## src/design/amo_pkg.sv

```systemverilog
// ------------------------------
// atomic opcode encoding on the core port
// codes 12 to 15 are unused and behave as none
// ------------------------------
package amo_pkg;

  localparam int unsigned amo_width = 4;

  typedef enum logic [amo_width-1:0] {
    amo_none = 4'h0,
    amo_swap = 4'h1,
    amo_add  = 4'h2,
    amo_and  = 4'h3,
    amo_or   = 4'h4,
    amo_xor  = 4'h5,
    amo_max  = 4'h6,
    amo_maxu = 4'h7,
    amo_min  = 4'h8,
    amo_minu = 4'h9,
    amo_lr   = 4'ha,
    amo_sc   = 4'hb
  } amo_op_t;

  // read-modify-write ops, served as read then write-back
  function automatic logic is_rmw(amo_op_t op);
    return op inside {[amo_swap:amo_minu]};
  endfunction

  // plain load or store, no atomic semantics
  function automatic logic is_plain(amo_op_t op);
    return !(op inside {[amo_swap:amo_sc]});
  endfunction

endpackage

```

## src/design/tcdm_pkg.sv

```systemverilog
// ------------------------------
// bank port widths and request metadata
// fixed 32-bit word; byte enables cover one word
// ------------------------------
package tcdm_pkg;

  // ------------------------------
  // bank port widths
  // ------------------------------
  localparam int unsigned addr_width = 32;
  localparam int unsigned data_width = 32;
  localparam int unsigned be_width   = data_width / 8;

  typedef logic [addr_width-1:0] addr_t;
  typedef logic [data_width-1:0] data_t;
  typedef logic [be_width-1:0]   be_t;

  // AMO write-back always stores the full word
  localparam be_t be_full = '1;

  // request metadata, returned unchanged with the response
  // ini_addr, tile_id and core_id together name the issuing core
  typedef struct packed {
    logic [2:0] ini_addr;
    logic [3:0] tile_id;
    logic [2:0] core_id;
    logic [5:0] meta_id;
  } meta_t;

endpackage

```

## src/design/tcdm_req_if.sv

```systemverilog
// ------------------------------
// accepted core request toward the bank
// transfer when valid and ready are both high
// valid must not depend on ready
// ------------------------------
`timescale 1ns/1ps

interface tcdm_req_if import tcdm_pkg::*, amo_pkg::*; ();

  logic    valid;
  logic    ready;
  addr_t   addr;
  amo_op_t amo;
  logic    write;
  data_t   wdata;
  be_t     be;
  meta_t   meta;

  // core side, drives the request
  modport src (output valid, addr, amo, write, wdata, be, meta, input ready);

  // bank sequencer, owns ready
  modport seq (input valid, addr, amo, write, wdata, be, output ready);

  // observers of accepted requests
  modport mon (input valid, ready, addr, amo, write, wdata, be, meta);

endinterface

```

## src/design/amo_alu.sv

```systemverilog
// ------------------------------
// combinational AMO result
// min/max share the add path as a 33-bit subtract
// non-rmw opcodes pass the old word through
// ------------------------------
`timescale 1ns/1ps

module amo_alu import tcdm_pkg::*, amo_pkg::*; (
  input  amo_op_t op_i,
  input  data_t   operand_i,
  input  data_t   mem_i,
  output data_t   result_o
);

  logic [data_width:0] add_a;
  logic [data_width:0] add_b;
  logic [data_width:0] sum;
  logic                sub;
  logic                sext;
  logic                lt;

  // signed compares extend with the sign bit, unsigned with zero
  assign sext = op_i inside {amo_max, amo_min};
  assign sub  = op_i inside {amo_max, amo_maxu, amo_min, amo_minu};

  assign add_a = {sext & mem_i[data_width-1], mem_i};
  assign add_b = {sext & operand_i[data_width-1], operand_i};

  // mem - operand when comparing, plain sum for add
  assign sum = add_a + (sub ? ~add_b : add_b) + {{data_width{1'b0}}, sub};

  // sign of the extended difference, so mem < operand
  assign lt = sum[data_width];

  always_comb begin
    case (op_i)
      amo_swap: result_o = operand_i;
      amo_add:  result_o = sum[data_width-1:0];
      amo_and:  result_o = mem_i & operand_i;
      amo_or:   result_o = mem_i | operand_i;
      amo_xor:  result_o = mem_i ^ operand_i;
      // keep the larger one
      amo_max,
      amo_maxu: result_o = lt ? operand_i : mem_i;
      // keep the smaller one
      amo_min,
      amo_minu: result_o = lt ? mem_i : operand_i;
      default:  result_o = mem_i;
    endcase
  end

endmodule

```

## src/design/bank_sequencer.sv

```systemverilog
// ------------------------------
// request acceptance and SRAM port control
// SRAM grants in the same cycle, read data one cycle later
// AMO blocks the port for one write-back cycle
// ------------------------------
`timescale 1ns/1ps

module bank_sequencer import tcdm_pkg::*, amo_pkg::*; (
  input  logic           clk_i,
  input  logic           rst_ni,
  tcdm_req_if.seq        req,
  input  logic           sc_success_i,
  input  logic           resp_busy_i,
  input  data_t          mem_rdata_i,
  output logic           out_req_o,
  output addr_t          out_add_o,
  output logic           out_write_o,
  output data_t          out_wdata_o,
  output be_t            out_be_o
);

  logic    accept;
  logic    rmw_accept;

  // AMO machine, low is idle, high is write-back
  logic    amo_wb_q;

  // captured AMO request
  amo_op_t amo_op_q;
  addr_t   amo_addr_q;
  data_t   amo_operand_q;
  data_t   amo_result;

  // ------------------------------
  // handshake
  // ------------------------------
  // stall during write-back and while a response waits for the core
  assign req.ready  = !amo_wb_q && !resp_busy_i;
  assign accept     = req.valid && req.ready;
  assign rmw_accept = accept && is_rmw(req.amo);

  always_ff @(posedge clk_i or negedge rst_ni) begin
    if (!rst_ni) begin
      amo_wb_q <= 1'b0;
    end else begin
      // write-back always lasts exactly one cycle
      amo_wb_q <= rmw_accept;
    end
  end

  always_ff @(posedge clk_i) begin
    if (rmw_accept) begin
      amo_op_q      <= req.amo;
      amo_addr_q    <= req.addr;
      amo_operand_q <= req.wdata;
    end
  end

  // old word arrives from the SRAM in the write-back cycle
  amo_alu i_amo_alu (
    .op_i      (amo_op_q),
    .operand_i (amo_operand_q),
    .mem_i     (mem_rdata_i),
    .result_o  (amo_result)
  );

  // ------------------------------
  // SRAM port
  // ------------------------------
  always_comb begin
    if (amo_wb_q) begin
      // commit the AMO result over the whole word
      out_req_o   = 1'b1;
      out_write_o = 1'b1;
      out_add_o   = amo_addr_q;
      out_wdata_o = amo_result;
      out_be_o    = be_full;
    end else begin
      out_req_o = accept;
      // SC writes only on success, AMO and LR read first
      if (req.amo == amo_sc) begin
        out_write_o = accept && sc_success_i;
      end else begin
        out_write_o = accept && req.write && is_plain(req.amo);
      end
      out_add_o   = req.addr;
      out_wdata_o = req.wdata;
      out_be_o    = req.be;
    end
  end

  // AMO read is always followed by its write-back, with the core held off
  amo_wb_follows : assert property (
    @(posedge clk_i) disable iff (!rst_ni)
    rmw_accept |=> (!accept && out_req_o && out_write_o))
    else $error("AMO write-back missing or request accepted during write-back");

endmodule

```

## src/design/lrsc_monitor.sv

```systemverilog
// ------------------------------
// single LR/SC reservation, one word wide
// owner is ini_addr, tile_id and core_id of the LR
// ------------------------------
`timescale 1ns/1ps

module lrsc_monitor import tcdm_pkg::*, amo_pkg::*; (
  input  logic    clk_i,
  input  logic    rst_ni,
  tcdm_req_if.mon req,
  output logic    sc_success_o
);

  logic  accept;
  logic  owner_match;
  logic  addr_match;
  logic  set_res;
  logic  kill_res;
  logic  sc_owner;

  // reservation state, meta_id of the owner is ignored
  logic  res_valid_q;
  addr_t res_addr_q;
  meta_t res_owner_q;

  assign accept = req.valid && req.ready;

  assign owner_match = (res_owner_q.ini_addr == req.meta.ini_addr) &&
                       (res_owner_q.tile_id  == req.meta.tile_id)  &&
                       (res_owner_q.core_id  == req.meta.core_id);
  assign addr_match  = (res_addr_q == req.addr);

  // LR takes a free reservation or renews its own
  assign set_res  = accept && (req.amo == amo_lr) && (!res_valid_q || owner_match);
  // any store or rmw to the reserved word breaks it
  assign kill_res = accept && addr_match &&
                    ((req.write && is_plain(req.amo)) || is_rmw(req.amo));
  // any SC of the owner consumes the reservation
  assign sc_owner = accept && (req.amo == amo_sc) && res_valid_q && owner_match;

  // success decided in the acceptance cycle, write goes out the same cycle
  assign sc_success_o = sc_owner && addr_match;

  always_ff @(posedge clk_i or negedge rst_ni) begin
    if (!rst_ni) begin
      res_valid_q <= 1'b0;
    end else if (kill_res || sc_owner) begin
      res_valid_q <= 1'b0;
    end else if (set_res) begin
      res_valid_q <= 1'b1;
    end
  end

  always_ff @(posedge clk_i) begin
    if (set_res) begin
      res_addr_q  <= req.addr;
      res_owner_q <= req.meta;
    end
  end

endmodule

```

## src/design/resp_buffer.sv

```systemverilog
// ------------------------------
// response path, metadata FIFO of two and one data entry
// data register falls through, so N+1 response is possible
// stores produce no response
// ------------------------------
`timescale 1ns/1ps

module resp_buffer import tcdm_pkg::*, amo_pkg::*; (
  input  logic    clk_i,
  input  logic    rst_ni,
  tcdm_req_if.mon req,
  input  logic    sc_success_i,
  input  data_t   mem_rdata_i,
  output logic    resp_busy_o,
  output logic    in_valid_o,
  input  logic    in_ready_i,
  output data_t   in_rdata_o,
  output meta_t   in_meta_o
);

  logic       push_meta;
  logic       pop;
  logic       load_data;

  // ------------------------------
  // metadata spill
  // ------------------------------
  meta_t      meta_mem_q [2];
  logic       meta_wptr_q;
  logic       meta_rptr_q;
  logic [1:0] meta_cnt_q;

  // ------------------------------
  // data register
  // ------------------------------
  logic       push_data_q;
  logic       sc_q;
  logic       sc_ok_q;
  logic       data_valid_q;
  data_t      data_q;
  data_t      data_in;

  // every accepted request except a plain store answers
  assign push_meta = req.valid && req.ready && !(req.write && is_plain(req.amo));
  assign pop       = in_valid_o && in_ready_i;

  // SC answers 0 on success, 1 on failure
  assign data_in    = sc_q ? data_t'(!sc_ok_q) : mem_rdata_i;
  assign in_rdata_o = data_valid_q ? data_q : data_in;
  assign in_meta_o  = meta_mem_q[meta_rptr_q];

  // data always trails its metadata by at least one cycle
  assign in_valid_o  = (meta_cnt_q != 2'd0) && (data_valid_q || push_data_q);
  assign resp_busy_o = in_valid_o && !in_ready_i;

  // store incoming data unless it leaves right away, or refill after a pop
  assign load_data = push_data_q && (data_valid_q == pop);

  always_ff @(posedge clk_i or negedge rst_ni) begin
    if (!rst_ni) begin
      meta_wptr_q  <= 1'b0;
      meta_rptr_q  <= 1'b0;
      meta_cnt_q   <= 2'd0;
      push_data_q  <= 1'b0;
      sc_q         <= 1'b0;
      data_valid_q <= 1'b0;
    end else begin
      if (push_meta) begin
        meta_wptr_q <= !meta_wptr_q;
      end
      if (pop) begin
        meta_rptr_q <= !meta_rptr_q;
      end
      meta_cnt_q  <= meta_cnt_q + {1'b0, push_meta} - {1'b0, pop};
      // SRAM word or SC flag is due one cycle after acceptance
      push_data_q <= push_meta;
      sc_q        <= push_meta && (req.amo == amo_sc);
      if (data_valid_q) begin
        data_valid_q <= !pop || push_data_q;
      end else begin
        data_valid_q <= push_data_q && !pop;
      end
    end
  end

  always_ff @(posedge clk_i) begin
    if (push_meta) begin
      meta_mem_q[meta_wptr_q] <= req.meta;
    end
    sc_ok_q <= sc_success_i;
    if (load_data) begin
      data_q <= data_in;
    end
  end

  // back-pressure upstream must keep room for the data of every accepted read
  rdata_no_overflow : assert property (
    @(posedge clk_i) disable iff (!rst_ni)
    push_meta |=> (!data_valid_q || pop))
    else $error("read data pushed into a full data register");

endmodule

```

## src/design/tcdm_adapter.sv

```systemverilog
// ------------------------------
// TCDM bank front end, valid/ready to SRAM req/grant
// needs exclusive access to a single-cycle SRAM
// one LR/SC reservation for the whole bank
// ------------------------------
`timescale 1ns/1ps

module tcdm_adapter import tcdm_pkg::*, amo_pkg::*; (
  input  logic                 clk_i,
  input  logic                 rst_ni,
  // core request
  input  logic                 in_valid_i,
  output logic                 in_ready_o,
  input  addr_t                in_address_i,
  input  logic [amo_width-1:0] in_amo_i,
  input  logic                 in_write_i,
  input  data_t                in_wdata_i,
  input  meta_t                in_meta_i,
  input  be_t                  in_be_i,
  // core response
  output logic                 in_valid_o,
  input  logic                 in_ready_i,
  output data_t                in_rdata_o,
  output meta_t                in_meta_o,
  // SRAM port
  output logic                 out_req_o,
  output addr_t                out_add_o,
  output logic                 out_write_o,
  output data_t                out_wdata_o,
  output be_t                  out_be_o,
  input  data_t                out_rdata_i
);

  logic sc_success;
  logic resp_busy;

  tcdm_req_if req_if ();

  // core side of the request bundle
  assign req_if.valid = in_valid_i;
  assign req_if.addr  = in_address_i;
  assign req_if.amo   = amo_op_t'(in_amo_i);
  assign req_if.write = in_write_i;
  assign req_if.wdata = in_wdata_i;
  assign req_if.be    = in_be_i;
  assign req_if.meta  = in_meta_i;
  assign in_ready_o   = req_if.ready;

  bank_sequencer i_bank_sequencer (
    .clk_i        (clk_i),
    .rst_ni       (rst_ni),
    .req          (req_if),
    .sc_success_i (sc_success),
    .resp_busy_i  (resp_busy),
    .mem_rdata_i  (out_rdata_i),
    .out_req_o    (out_req_o),
    .out_add_o    (out_add_o),
    .out_write_o  (out_write_o),
    .out_wdata_o  (out_wdata_o),
    .out_be_o     (out_be_o)
  );

  lrsc_monitor i_lrsc_monitor (
    .clk_i        (clk_i),
    .rst_ni       (rst_ni),
    .req          (req_if),
    .sc_success_o (sc_success)
  );

  resp_buffer i_resp_buffer (
    .clk_i        (clk_i),
    .rst_ni       (rst_ni),
    .req          (req_if),
    .sc_success_i (sc_success),
    .mem_rdata_i  (out_rdata_i),
    .resp_busy_o  (resp_busy),
    .in_valid_o   (in_valid_o),
    .in_ready_i   (in_ready_i),
    .in_rdata_o   (in_rdata_o),
    .in_meta_o    (in_meta_o)
  );

endmodule

```

## config.mk

```make
export PLATFORM = sky130hd
export DESIGN_NAME = tcdm_adapter
export DESIGN_NICKNAME = d
export VERILOG_FILES = /design/src/design/amo_pkg.sv /design/src/design/tcdm_pkg.sv /design/src/design/tcdm_req_if.sv /design/src/design/amo_alu.sv /design/src/design/bank_sequencer.sv /design/src/design/lrsc_monitor.sv /design/src/design/resp_buffer.sv /design/src/design/tcdm_adapter.sv
export SDC_FILE = /design/constraint.sdc
export NUM_CORES = 1
export LEC_CHECK = 0
export BUFFER_PORTS_ARGS = -buffer_cell sky130_fd_sc_hd__buf_4
export CORE_ASPECT_RATIO = 2
export CORE_UTILIZATION = 57
export DETAILED_ROUTE_END_ITERATION = 12
export PLACE_DENSITY = 0.82
export SLEW_MARGIN = 5
export SYNTH_ARGS = -nofsm -noshare
export SYNTH_HDL_FRONTEND = slang
export SYNTH_SLANG_ARGS = --single-unit
```

## constraint.sdc

```tcl
create_clock -name clk_i -period 7.95 [get_ports clk_i]
set_input_delay 0.3975 -clock clk_i [delete_from_list [all_inputs] [get_ports clk_i]]
set_output_delay 0.3975 -clock clk_i [all_outputs]
set_load 0.03 [all_outputs]
```

# Word level (Yosys, flattened, before mapping)
# Memory sizes are Yosys's and may differ from the RTL's.
# Index checks and enable logic that the tools add are counted.
op_classes:
  add_sub_neg: 4
  order_cmp: 3
  n_eq_ne: 16
  muxes: 17
  bitwise: 6
  reduce_logical: 47
ops:
  columns: ["operator", "n"]
  rows:
  - ["$pmux W32 S7", 1]
  - ["$mux W32", 6]
  - ["$add A33 B1 Y33", 1]
  - ["$add A33 B33 Y33", 1]
  - ["$mux W33", 1]
  - ["$not A33 Y33", 1]
  - ["$and A32 B32 Y32", 1]
  - ["$eq A32 B32 Y1", 1]
  - ["$or A32 B32 Y32", 1]
  - ["$xor A32 B32 Y32", 1]
  - ["$logic_and A1 B1 Y1", 26]
  - ["$eq A4 B3 Y1 const B", 4]
  - ["$eq A4 B4 Y1 const B", 4]
  - ["$logic_not A1 Y1", 10]
  - ["$eq A4 B2 Y1 const B", 2]
  - ["$le A4 B4 Y1 const B", 2]
  - ["$mux W1", 8]
  - ["$eq A3 B3 Y1", 2]
  - ["$reduce_bool A2 Y1", 3]
  - ["$logic_or A1 B1 Y1", 5]
  - ["$eq A4 B1 Y1 const B", 1]
  - ["$eq A4 B4 Y1", 1]
  - ["$ge A4 B1 Y1 const B", 1]
  - ["$mux W4", 1]
  - ["other kinds (6)", 8]
totals:
  register_bits: 152
  mem_bits_rw: 32
  output_inout_bits: 120
  elab_cells: 111
  n_memories: 1
mem_list:
  columns: ["name", "words", "width", "read_ports", "rd_clocked_by_memory_dff", "write_ports", "line_no", "source"]
  rows:
  - ["i_resp_buffer.meta_mem_q", 2, 16, 1, 0, 1, "resp_buffer.sv:28", "meta_t meta_mem_q [2];"]

# Logic depth before layout (Yosys ltp)
# Gate-level depths: netlist (run 1).
logic_depth:
  word_depth: 13
  mapped_depth: 18
  ltp_nobuf: 14

# By module
# From an unflattened synthesis (run 1), not the netlist that was laid out.
unflattened:
  hier_cells: 1123
  hier_area_um2: 12814.8
by_module_without_submodules:
  columns: ["module", "n_inst", "cells_each", "area_each_um2", "seq_area_each_um2"]
  rows:
  - ["amo_alu", 1, 661, 4657.0, 0.0]
  - ["bank_sequencer", 1, 156, 3218.1, 2067.0]
  - ["resp_buffer", 1, 194, 3118.0, 2117.0]
  - ["lrsc_monitor", 1, 112, 1821.7, 1286.2]

# Least setup slack after synthesis (run 1)
# OpenSTA, ideal clock, no wires.
synth_path:
  path_type: "reg2reg"
  startpoint: "register i_resp_buffer.meta_cnt_q[1]"
  endpoint: "register i_lrsc_monitor.res_valid_q"
  setup_time_ns: 0.124
  arrival_ns: 6.998
  slack_ns: 0.829
  stages_incl_launch_ff: 7
  path_cell_list: "dfrtp_1 o22a_1 a21oi_1 nand2_1 nor3_1 o21ba_2 a21oi_1"
synth_via:
  elab_chain_cells: 11
  elab_cells_between_ends: 16
  classes_between: "mux: 1; reduce/logical: 15"
synth_rtl:
  columns: ["item", "line_no", "source"]
  rows:
  - ["start, declared", "resp_buffer.sv:31", "logic [1:0] meta_cnt_q;"]
  - ["start signal, assigned", "resp_buffer.sv:74", "meta_cnt_q <= meta_cnt_q + {1'b0, push_meta} - {1'b0, pop};"]
  - ["$reduce_bool A2 Y1 *", "resp_buffer.sv:53", "assign in_valid_o = (meta_cnt_q != 2'd0) && (data_valid_q || push_data_q);"]
  - ["$logic_and A1 B1 Y1 *", "resp_buffer.sv:53", null]
  - ["net in_valid_o", "tcdm_adapter.sv:21", "output logic in_valid_o,"]
  - ["$logic_and A1 B1 Y1 *", "resp_buffer.sv:54", "assign resp_busy_o = in_valid_o && !in_ready_i;"]
  - ["$logic_not A1 Y1 *", "bank_sequencer.sv:38", "assign req.ready = !amo_wb_q && !resp_busy_i;"]
  - ["$logic_and A1 B1 Y1 *", "bank_sequencer.sv:38", null]
  - ["net in_ready_o", "tcdm_adapter.sv:13", "output logic in_ready_o,"]
  - ["$logic_and A1 B1 Y1 *", "lrsc_monitor.sv:26", "assign accept = req.valid && req.ready;"]
  - ["$logic_and A1 B1 Y1 (3 in series)", "lrsc_monitor.sv:39", "assign sc_owner = accept && (req.amo == amo_sc) && res_valid_q && owner_match;"]
  - ["$logic_or A1 B1 Y1", "lrsc_monitor.sv:47", "end else if (kill_res || sc_owner) begin"]
  - ["$mux W1 / $reduce_bool A2 Y1 (equally long branches)", null, null]
  - ["end signal, assigned", "lrsc_monitor.sv:46", "res_valid_q <= 1'b0;"]
  - ["end signal, assigned", "lrsc_monitor.sv:48", "res_valid_q <= 1'b0;"]
  - ["end signal, assigned", "lrsc_monitor.sv:50", "res_valid_q <= 1'b1;"]
  - ["end, declared", "lrsc_monitor.sv:22", "logic res_valid_q;"]
# The timed path passes the listed nets; every way through them passes the cells marked *.
# A chain may end at the register's enable or synchronous reset.

# Final worst setup path (run 1)
layout_path:
  startpoint: "register i_bank_sequencer.amo_op_q[1]"
  endpoint: "output out_wdata_o[17]"
layout_via:
  elab_chain_cells: 10
  elab_cells_between_ends: 23
  classes_between: "add/sub: 2; eq/ne: 9; mux: 5; bitwise: 3; reduce/logical: 4"
layout_rtl:
  columns: ["item", "line_no", "source"]
  rows:
  - ["start, declared", "bank_sequencer.sv:29", "amo_op_t amo_op_q;"]
  - ["start signal, assigned", "bank_sequencer.sv:53", "amo_op_q <= req.amo;"]
  - ["$eq A4 B3 Y1 / $eq A4 B4 Y1 (equally long branches)", "amo_alu.sv:23, amo_alu.sv:24, amo_alu.sv:36", null]
  - ["$reduce_bool A2 Y1", "amo_alu.sv:23", "assign sext = op_i inside {amo_max, amo_min};"]
  - ["$and A1 B1 Y1", "amo_alu.sv:27", "assign add_b = {sext & operand_i[data_width-1], operand_i};"]
  - ["$not A33 Y33", "amo_alu.sv:30", "assign sum = add_a + (sub ? ~add_b : add_b) + {{data_width{1'b0}}, sub};"]
  - ["$mux W33", "amo_alu.sv:30", null]
  - ["$add A33 B33 Y33", "amo_alu.sv:30", null]
  - ["$add A33 B1 Y33", "amo_alu.sv:30", null]
  - ["$mux W32 (on tied branches)", "amo_alu.sv:47, amo_alu.sv:44", null]
  - ["$pmux W32 S7 *", "amo_alu.sv:36", "case (op_i)"]
  - ["$mux W32 *", "bank_sequencer.sv:71", "if (amo_wb_q) begin"]
  - ["end, declared", "tcdm_adapter.sv:29", "output data_t out_wdata_o,"]
# Mark *: on every way between the ends. The rest lies on a longest branch, timed or not.

==> out/results.md, run 1 <==
Route
* count of antenna-violating nets left after detailed routing: 0
* final wirelength: 41500 µm
* Avg Vias per Cell: 6.20
* average wire length per cell after detail routing: 24.0 µm
* count of vias placed by the detailed router: 10706
* number of remaining DRC errors: 0
* First DRT Iteration DRCs: 887
* number of optimization iterations in the first detailed-route pass: 5

Worst setup path
* capture point of the critical path: out_wdata_o[17]
* worst reg2reg path endpoint: i_lrsc_monitor.res_addr_q[6]
* required time at the worst-slack endpoint: 7.55 ns
* endpoint kind of the worst setup timing path: output port
* worst flop-to-flop path startpoint: i_resp_buffer.data_valid_q
* data arrival at the endpoint of the critical path: 5.82 ns
* biggest fanout along the worst timing path: 29
* startpoint-to-endpoint class of the critical path: reg2out
* beginning of the critical path: i_bank_sequencer.amo_op_q[1]
* cell count of the worst reg-to-reg path: 7
* Critical Path Start Type: flip-flop
* internal reg-to-reg setup slack: 4.69 ns

Timing
* post-route clock period utilization: 78.2%
* Fmax achieved: 161 MHz
* setup TNS: 0 ns
* Period minus WS final: 6.21 ns
* final count of pins violating max slew: 0
* Slew Limit Headroom: 17.6%
* RSZ-0062 raised after global routing: false
* setup-violating endpoint count in the final report: 0
* number of hold violations in the final report: 0
* transition time of the tightest slew-check pin: 1.23 ns
* final clock skew: 0.0168 ns

Die
* Top-Level Pins: 245
* Floorplan Core Area: 0.0216 mm²
* Vert. Die Dim: 212 µm
* Die X: 107 µm
* Total Die Area: 0.0227 mm²
* Std-Cell Rows: 76
* effective utilization at floorplan: 58.3%

Clock network
* clock latency reported for the late side of the worst-skew pair: 0.47 ns
* Clock Path Buffers: 2
* Worst-path clk slew: 0.08 ns
* clock net sink count: 184
* deepest level of the CTS H-tree: 4
* count of buffers added by post-CTS timing repair for setup: 0
* clock tree root buffer cell: sky130_fd_sc_hd__clkbuf_16
* CTS tree: yes
* cts bufs inserted: 17

Global routing
* Congestion Overflow GR: 0
* vias in the first global route: 10907
* total global-route track usage: 37.3%
* global-route wire length before repair: 61300 µm
* initial antenna violation count: 1
* largest net degree at the start of global routing: 67

Synth
* leading post-synthesis cells by cell area: sky130_fd_sc_hd__edfxtp_1 42%, sky130_fd_sc_hd__ha_1 9.7%, sky130_fd_sc_hd__xnor2_1 5.9%, sky130_fd_sc_hd__mux2_2 4.4%, sky130_fd_sc_hd__nand2_1 3.0%
* synth unique cells: 88
* most frequently used cell type in the post-synthesis netlist: sky130_fd_sc_hd__edfxtp_1
* flop and latch count out of synthesis: 184
* Yosys Warn Count: 0
* fraction of synthesized cell area taken by the top area cell type: 41.5%
* library cell occupying the most area in the post-synthesis netlist: sky130_fd_sc_hd__edfxtp_1
* proportion of register bits with asynchronous set or reset after synthesis: 4.89%
* most used flip-flop cell after synthesis: sky130_fd_sc_hd__edfxtp_1
* sequential cell area fraction in the yosys report: 43.5%
* synthesized area divided by synthesized cell count: 10.2 µm²
* Syn Std Cell Area: 0.0126 mm²
* Post-Syn Nets: 1457
* leading cell types by count after synthesis: 174 x sky130_fd_sc_hd__edfxtp_1, 100 x sky130_fd_sc_hd__nand2_1, 98 x sky130_fd_sc_hd__ha_1, 98 x sky130_fd_sc_hd__nor2_1, 85 x sky130_fd_sc_hd__xnor2_1
* number of enable-type register cells in the synthesized netlist: 174
* synthesized instance count: 1233

Flow run
* count of maximum capacitance violations: 0

Power and ir drop
* leakage component of the power: 0.00618 µW
* Power, Total: 4090 µW
* pwr dens: 268 mW/mm²
* Peak supply drop: 0.295 mV

Layout
* Layout Utilization: 70.7%
* fraction of layout instances using a drive strength above 1: 26.8%
* Area Overhead vs Synth: 21.4%
* total number of nets in the final design: 1665
* post-route insts no fill: 1728
* post-route cell area: 0.0153 mm²

Place
* number of input and output port buffers inserted: 244
* post-placement cell area: 0.0146 mm²
* total instance count after detailed placement: 1694
* final weighted congestion in routability-driven placement: 0.978
* Post-DP HPWL: 30300 µm

Worst hold path
* Hold Crit Class: in2reg

Status
* result of the run: finished, final reports clean

[layout by cell type, fill, tap and decap left out, drive strengths merged, types with 7 or more instances in the layout]
| cell type | n |
|---|---|
| a211oi | 11 |
| a21o | 13 |
| a21oi | 73 |
| a221o | 7 |
| a221oi | 19 |
| a22oi | 10 |
| a31oi | 16 |
| and2 | 7 |
| buf | 258 |
| clkbuf | 17 |
| dfrtp | 9 |
| edfxtp | 174 |
| ha | 98 |
| inv | 93 |
| mux2 | 49 |
| nand2 | 101 |
| nand3 | 29 |
| nand4 | 22 |
| nor2 | 98 |
| nor3 | 15 |
| nor4 | 7 |
| o2111ai | 7 |
| o211ai | 12 |
| o21a | 7 |
| o21ai | 65 |
| o22ai | 10 |
| o31ai | 32 |
| or2 | 13 |
| xnor2 | 86 |
| xor2 | 19 |
[logic make-up (layout without fill, tap and decap cells)]
family / count (synthesis) / after routing / share of synthesized area (%)
fa+ha+maj: 100 / 100 / 9.99
simple gates: 324 / 324 / 12.4
buf+inv: 154 / 375 / 4.92
compound gates: 312 / 312 / 17.0
other cells: 0 / 1 / 0
flops: 184 / 184 / 43.5
mux: 54 / 54 / 4.78
xor+xnor: 105 / 105 / 7.37
[cell type report]
type                            count  area [µm²]
Antenna cell                        1        2.50
Clock inverter                     15         208
Inverter                           84         315
Clock buffer                       17         425
Sequential cell                   184        5480
Timing Repair Buffer              259        1950
Multi-Input combinational cell    895        6550
Fill cell                        1661        6320
Tap cell                          273         342
[power by group]
| part | switching, µW | internal (µW) | leakage [µW] |
|---|---|---|---|
| clock network | 462 | 439 | 0.000305 |
| logic | 1140 | 699 | 0.00417 |
| registers | 146 | 1210 | 0.00171 |
| total | 1750 | 2340 | 0.00618 |
[what timing repair did]
item                                   4_1_cts  5_1_grt
hold buffers                                 1        0
endpoints found under the hold margin        9        0
resized for setup                            0        0
[registers in the layout, summed over array words and instances, names as in the netlist]
signal	flops
i_bank_sequencer.amo_addr_q	32
i_bank_sequencer.amo_operand_q	32
i_lrsc_monitor.res_addr_q	32
i_resp_buffer.data_q	32
i_resp_buffer.meta_mem_q	32
i_lrsc_monitor.res_owner_q	10
i_bank_sequencer.amo_op_q	4
i_resp_buffer.meta_cnt_q	2
i_bank_sequencer.amo_wb_q	1
i_lrsc_monitor.res_valid_q	1
i_resp_buffer.data_valid_q	1
i_resp_buffer.meta_rptr_q	1
i_resp_buffer.meta_wptr_q	1
i_resp_buffer.push_data_q	1
i_resp_buffer.sc_ok_q	1
i_resp_buffer.sc_q	1
[per-layer routing]
metal	up-vias	track usage [%]	part of all wire (%)
met3	142	9.53	6.3
met1	5134	34.3	32
li1	4962	-	-
met4	0	33.0	9.1
met2	468	66.3	52
met5	-	0	0
[worst min path at each step]
stage / end / cells past startpoint / slack (ns) / start
floorplan: i_bank_sequencer.amo_wb_q / 0 / 0.10 / rst_ni
global placement: i_resp_buffer.meta_rptr_q / 1 / 0.22 / rst_ni
detailed placement: i_resp_buffer.meta_rptr_q / 1 / 0.23 / rst_ni
CTS: i_bank_sequencer.amo_operand_q[15] / 1 / 0.1 / in_wdata_i[15]
global route: i_resp_buffer.meta_mem_q[0][5] / 1 / 0.1 / in_meta_i[5]
finish: i_bank_sequencer.amo_operand_q[11] / 1 / 0.11 / in_wdata_i[11]
[critical path, stage by stage (launching register included)]
cell and delay [ns]:
sky130_fd_sc_hd__edfxtp_1 0.57, sky130_fd_sc_hd__and3b_1 0.44, sky130_fd_sc_hd__nor2_4 0.41, sky130_fd_sc_hd__buf_4 0.47, sky130_fd_sc_hd__xnor2_1 0.12, sky130_fd_sc_hd__ha_1 0.38, sky130_fd_sc_hd__a21oi_1 0.18, sky130_fd_sc_hd__o22ai_1 0.12
sky130_fd_sc_hd__o31ai_2 0.31, sky130_fd_sc_hd__o211ai_1 0.21, sky130_fd_sc_hd__or3_4 0.47, sky130_fd_sc_hd__and2_4 0.19, sky130_fd_sc_hd__o21ai_4 0.79, sky130_fd_sc_hd__o21ai_0 0.21, sky130_fd_sc_hd__a41oi_1 0.28, sky130_fd_sc_hd__buf_4 0.19
[through the flow]
step / hold WS [ns] / setup slack [ns]
after global routing: 0.0958 / 1.49
after floorplan: 0.102 / 0.829
final: 0.111 / 1.74
after detailed placement: 0.225 / 2.26
after CTS: 0.0951 / 1.72
after global placement: 0.224 / 2.41
(Power assumes the default switching activity.)
==> run 2: changes to the inputs <==
--- a/config.mk
+++ b/config.mk
@@ -5,11 +5,12 @@
 export SDC_FILE = /design/constraint.sdc
 export NUM_CORES = 1
 export LEC_CHECK = 0
+export ABC_AREA = 1
 export BUFFER_PORTS_ARGS = -buffer_cell sky130_fd_sc_hd__buf_4
 export CORE_ASPECT_RATIO = 2
 export CORE_UTILIZATION = 57
 export DETAILED_ROUTE_END_ITERATION = 12
-export PLACE_DENSITY = 0.82
+export PLACE_DENSITY = 0.81
 export SLEW_MARGIN = 5
 export SYNTH_ARGS = -nofsm -noshare
 export SYNTH_HDL_FRONTEND = slang
==> constraint.sdc (replaced) <==
create_clock -name clk_i -period 5.9 [get_ports clk_i]
set_input_delay 0.295 -clock clk_i [delete_from_list [all_inputs] [get_ports clk_i]]
set_output_delay 0.295 -clock clk_i [all_outputs]
set_load 0.03 [all_outputs]
==> run 2 against run 1 <==
Net effect:
- core utilization fell by 0.32 points
- critical endpoint is now out_wdata_o[16]
- largest power group unchanged
- synthesized cell count rose by 33%
- via count increased by 16%
==> out/results.md, run 2 <==
Status
* result of the run: finished, final reports clean

Layout
* Seq. cell area: 0.00547 mm², about the same
* post-route cell area: 0.0160 mm², +4.9%
* fraction of layout instances using a drive strength above 1: 20.7%, -6.1 points
* area used by multi-input combinational logic: 0.00692 mm², +5.6%
* Filler Cell Count: 1846, +11%
* Area Overhead vs Synth: 20.7%
* most common cell after layout, fill and taps aside: sky130_fd_sc_hd__nand2_1
* most frequent cells in the layout: 505 x sky130_fd_sc_hd__nand2_1, 264 x sky130_fd_sc_hd__buf_4, 185 x sky130_fd_sc_hd__nor2_1
* total number of nets in the final design: 2105, +26%

Clock network
* clock net sink count: 184, unchanged
* cts bufs inserted: 17, unchanged
* deepest level of the CTS H-tree: 4, unchanged
* Worst-path clk slew: 0.08 ns, about the same
* quantity of gates resized following cts: 0, unchanged
* Clock Path Buffers: 2, unchanged
* clock tree root buffer cell: sky130_fd_sc_hd__clkbuf_16
* clock latency reported for the late side of the worst-skew pair: 0.47 ns, about the same
* CTS tree: yes

Worst setup path
* beginning of the critical path: i_bank_sequencer.amo_op_q[1]
* Buf+Inv Stages, Crit Path: 3, +1
* Critical Path Start Type: flip-flop
* data arrival at the endpoint of the critical path: 4.96 ns, -0.86 ns
* slowest library cell on the worst path: sky130_fd_sc_hd__o21ai_4
* biggest fanout along the worst timing path: 27, -6.9%
* internal reg-to-reg setup slack: 2.97 ns, -1.72 ns
* endpoint kind of the worst setup timing path: output port
* required time at the worst-slack endpoint: 5.61 ns, -1.94 ns
* logic depth of the worst path, buffers included: 20, +5
* worst flop-to-flop path startpoint: i_resp_buffer.data_valid_q
* cell type with the highest occurrence count on the critical path: sky130_fd_sc_hd__nand2_1
* cell-by-cell trace of the critical path: inv_2, nand3_4, nand2_1, buf_4, xor2_1, ha_1, a21oi_1, nand2_1, nand2_1, nand2_1, a21oi_4, nand2_4, nand2_4, nand2_4, o21ai_4, nand2_1, nand3b_1, nand2_1, nand2_1, buf_4
* cell count of the worst reg-to-reg path: 7, unchanged
* stage delay of the slowest cell on the critical path: 0.75 ns, -0.04 ns
* worst reg2reg path endpoint: i_bank_sequencer.amo_operand_q[12]
* Worst path top cell family by delay: compound AO/OA/AOI/OAI gates
* startpoint-to-endpoint class of the critical path: reg2out
* capture point of the critical path: out_wdata_o[16]

Route
* count of antenna-violating nets left after detailed routing: 0, unchanged
* First DRT Iteration DRCs: 1055, +19%
* number of remaining DRC errors: 0, unchanged
* number of optimization iterations in the first detailed-route pass: 5, unchanged
* count of vias placed by the detailed router: 12454, +16%
* average wire length per cell after detail routing: 21.2 µm, -12%
* Avg Vias per Cell: 5.73, -7.6%
* final wirelength: 46100 µm, +11%

Worst hold path
* hold depth: 1, unchanged
* Hold Crit Class: in2reg

Global routing
* total global-route track usage: 40.3%, +3.0 points
* initial antenna violation count: 0, -1
* Congestion Overflow GR: 0, unchanged
* largest net degree at the start of global routing: 75, +12%
* vias in the first global route: 12827, +18%
* global-route wire length before repair: 69500 µm, +13%

Power and ir drop
* Peak supply drop: 0.424 mV, +44%
* leakage component of the power: 0.00764 µW, +24%
* pwr dens: 354 mW/mm², +32%

Place
* final weighted congestion in routability-driven placement: 0.996, +1.9%
* post-placement cell area: 0.0154 mm², +5.1%
* Post-DP HPWL: 33800 µm, +11%
* worst setup slack before clock tree synthesis: 1.41 ns, -0.846 ns
* number of input and output port buffers inserted: 244, unchanged

Timing
* post-route clock period utilization: 89.1%
* Worst Hold Slack: 0.00641 ns, -0.104 ns
* slack of the critical path: 0.645 ns, -1.09 ns
* final clock skew: 0.0109 ns, -0.00585 ns
* number of hold violations in the final report: 0, unchanged
* Slew Limit Headroom: 34.5%, +17 points
* setup-violating endpoint count in the final report: 0, unchanged
* RSZ-0062 raised after global routing: false
* Fmax achieved: 190 MHz
* Period minus WS final: 5.26 ns
* final count of pins violating max slew: 0, unchanged
* setup TNS: 0 ns, unchanged
* transition time of the tightest slew-check pin: 0.978 ns, -0.253 ns

Synth
* synthesized instance count: 1643, +33%
* leading cell types by count after synthesis: 505 x sky130_fd_sc_hd__nand2_1, 186 x sky130_fd_sc_hd__nor2_1, 174 x sky130_fd_sc_hd__edfxtp_1
* Yosys Warn Count: 0, unchanged
* Syn Std Cell Area: 0.0133 mm², +5.5%
* synthesized area divided by synthesized cell count: 8.08 µm², -21%
* most used flip-flop cell after synthesis: sky130_fd_sc_hd__edfxtp_1
* sequential cell area fraction in the yosys report: 41.2%, -2.3 points
* proportion of register bits with asynchronous set or reset after synthesis: 4.89%, unchanged
* library cell occupying the most area in the post-synthesis netlist: sky130_fd_sc_hd__edfxtp_1
* Post-Syn Nets: 1867, +28%
* fraction of synthesized cell area taken by the top area cell type: 39.4%, -2.2 points
* synth unique cells: 51, -42%
* flop and latch count out of synthesis: 184, unchanged
* leading post-synthesis cells by cell area: sky130_fd_sc_hd__edfxtp_1 39%, sky130_fd_sc_hd__nand2_1 14%, sky130_fd_sc_hd__ha_1 9.2%, sky130_fd_sc_hd__nor2_1 5.3%, sky130_fd_sc_hd__inv_1 4.6%
* most frequently used cell type in the post-synthesis netlist: sky130_fd_sc_hd__nand2_1
* number of enable-type register cells in the synthesized netlist: 174, unchanged

Die
* Floorplan Core Area: 0.0227 mm², +5.3%
* Top-Level Pins: 245, unchanged
* Std-Cell Rows: 78, +2.6%
* Total Die Area: 0.0239 mm², +5.4%
* Vert. Die Dim: 218 µm, +2.7%
* Die X: 110 µm, +2.6%
* effective utilization at floorplan: 58.3%, +0.064 points

Flow run
* count of maximum capacitance violations: 0, unchanged

-- run 2: cell types whose count changed after synthesis, sizes merged, moves of 15 or more --
cell and delta:
nand2 +445, nor2 +92, inv +86, xnor2 -82
nand3 +62, xor2 +50, mux2 -49, o31ai -32
o21ai -17, a31oi -16, nand4 -15
-- run 2: timing repair --
item                      4_1_cts  5_1_grt
setup buffers                   0        0
hold endpoints to repair       11        2
hold buffers                    3        1
-- run 2: cell families after synthesis --
kind of cell             after synthesis  share of synthesized area, %
AO/OA/AOI/OAI                        183                          8.53
XOR/XNOR                              73                          4.82
adder cells (fa/ha/maj)               99                          9.39
buffers and inverters                220                          6.90
flip-flops                           184                          41.2
AND/OR/NAND/NOR                      884                          29.1
-- run 2: area by class of cell --
type                       count  share of cell area [%]
multi-input combinational   1239                    43.2
sequential                   184                    34.2
timing repair buffer         268                    12.6
inverter                     171                    4.01
clock buffer                  17                    2.66
tap                          280                    2.19
clock inverter                15                    1.10
antenna                        1                  0.0156
-- run 2: power breakdown --
group	leakage (µW)	switching [µW]	internal, µW	total [µW]
clock	0.000290	600	572	1170
combinational	0.00564	1920	873	2800
sequential	0.00171	95.1	1610	1710
-- run 2: worst min-delay path by stage --
| stage | start | slack, ns | end |
|---|---|---|---|
| after floorplan | rst_ni | -0.0006 | i_bank_sequencer.amo_wb_q |
| after global placement | rst_ni | 0.12 | i_lrsc_monitor.res_valid_q |
| after detailed placement | rst_ni | 0.12 | i_bank_sequencer.amo_wb_q |
| after CTS | in_wdata_i[6] | 0.0003 | i_bank_sequencer.amo_operand_q[6] |
| after global routing | in_wdata_i[6] | 0.0005 | i_bank_sequencer.amo_operand_q[6] |
| final | in_wdata_i[6] | 0.006 | i_bank_sequencer.amo_operand_q[6] |
-- run 2: routing by layer --
| layer | up-vias | wire [µm] | track usage (%) |
|---|---|---|---|
| met5 | - | 0 | 0 |
| met3 | 242 | 3320 | 12.1 |
| met2 | 588 | 23400 | 68.5 |
| met4 | 0 | 4610 | 38.0 |
| met1 | 5751 | 14700 | 36.9 |
| li1 | 5873 | - | - |
-- run 2: metrics by stage --
stage / power, µW / util [%] / instances
2_1_floorplan: 3450 / - / 1643
3_3_place_gp: 4410 / 67.6 / 2138
3_5_place_dp: 4450 / 67.6 / 2138
4_1_cts: 5620 / 70.4 / 2173
5_1_grt: 5960 / 70.4 / 2174
6_report: 5670 / 70.4 / 2175
-- run 2: worst reg2reg max path, delay by kind of cell, from the launching register on --
| family | cells | cell delay, ns |
|---|---|---|
| AND/OR/NAND/NOR | 2 | 0.78 |
| buffers and inverters | 3 | 0.90 |
| flip-flops | 1 | 0.37 |
| AO/OA/AOI/OAI | 2 | 0.51 |
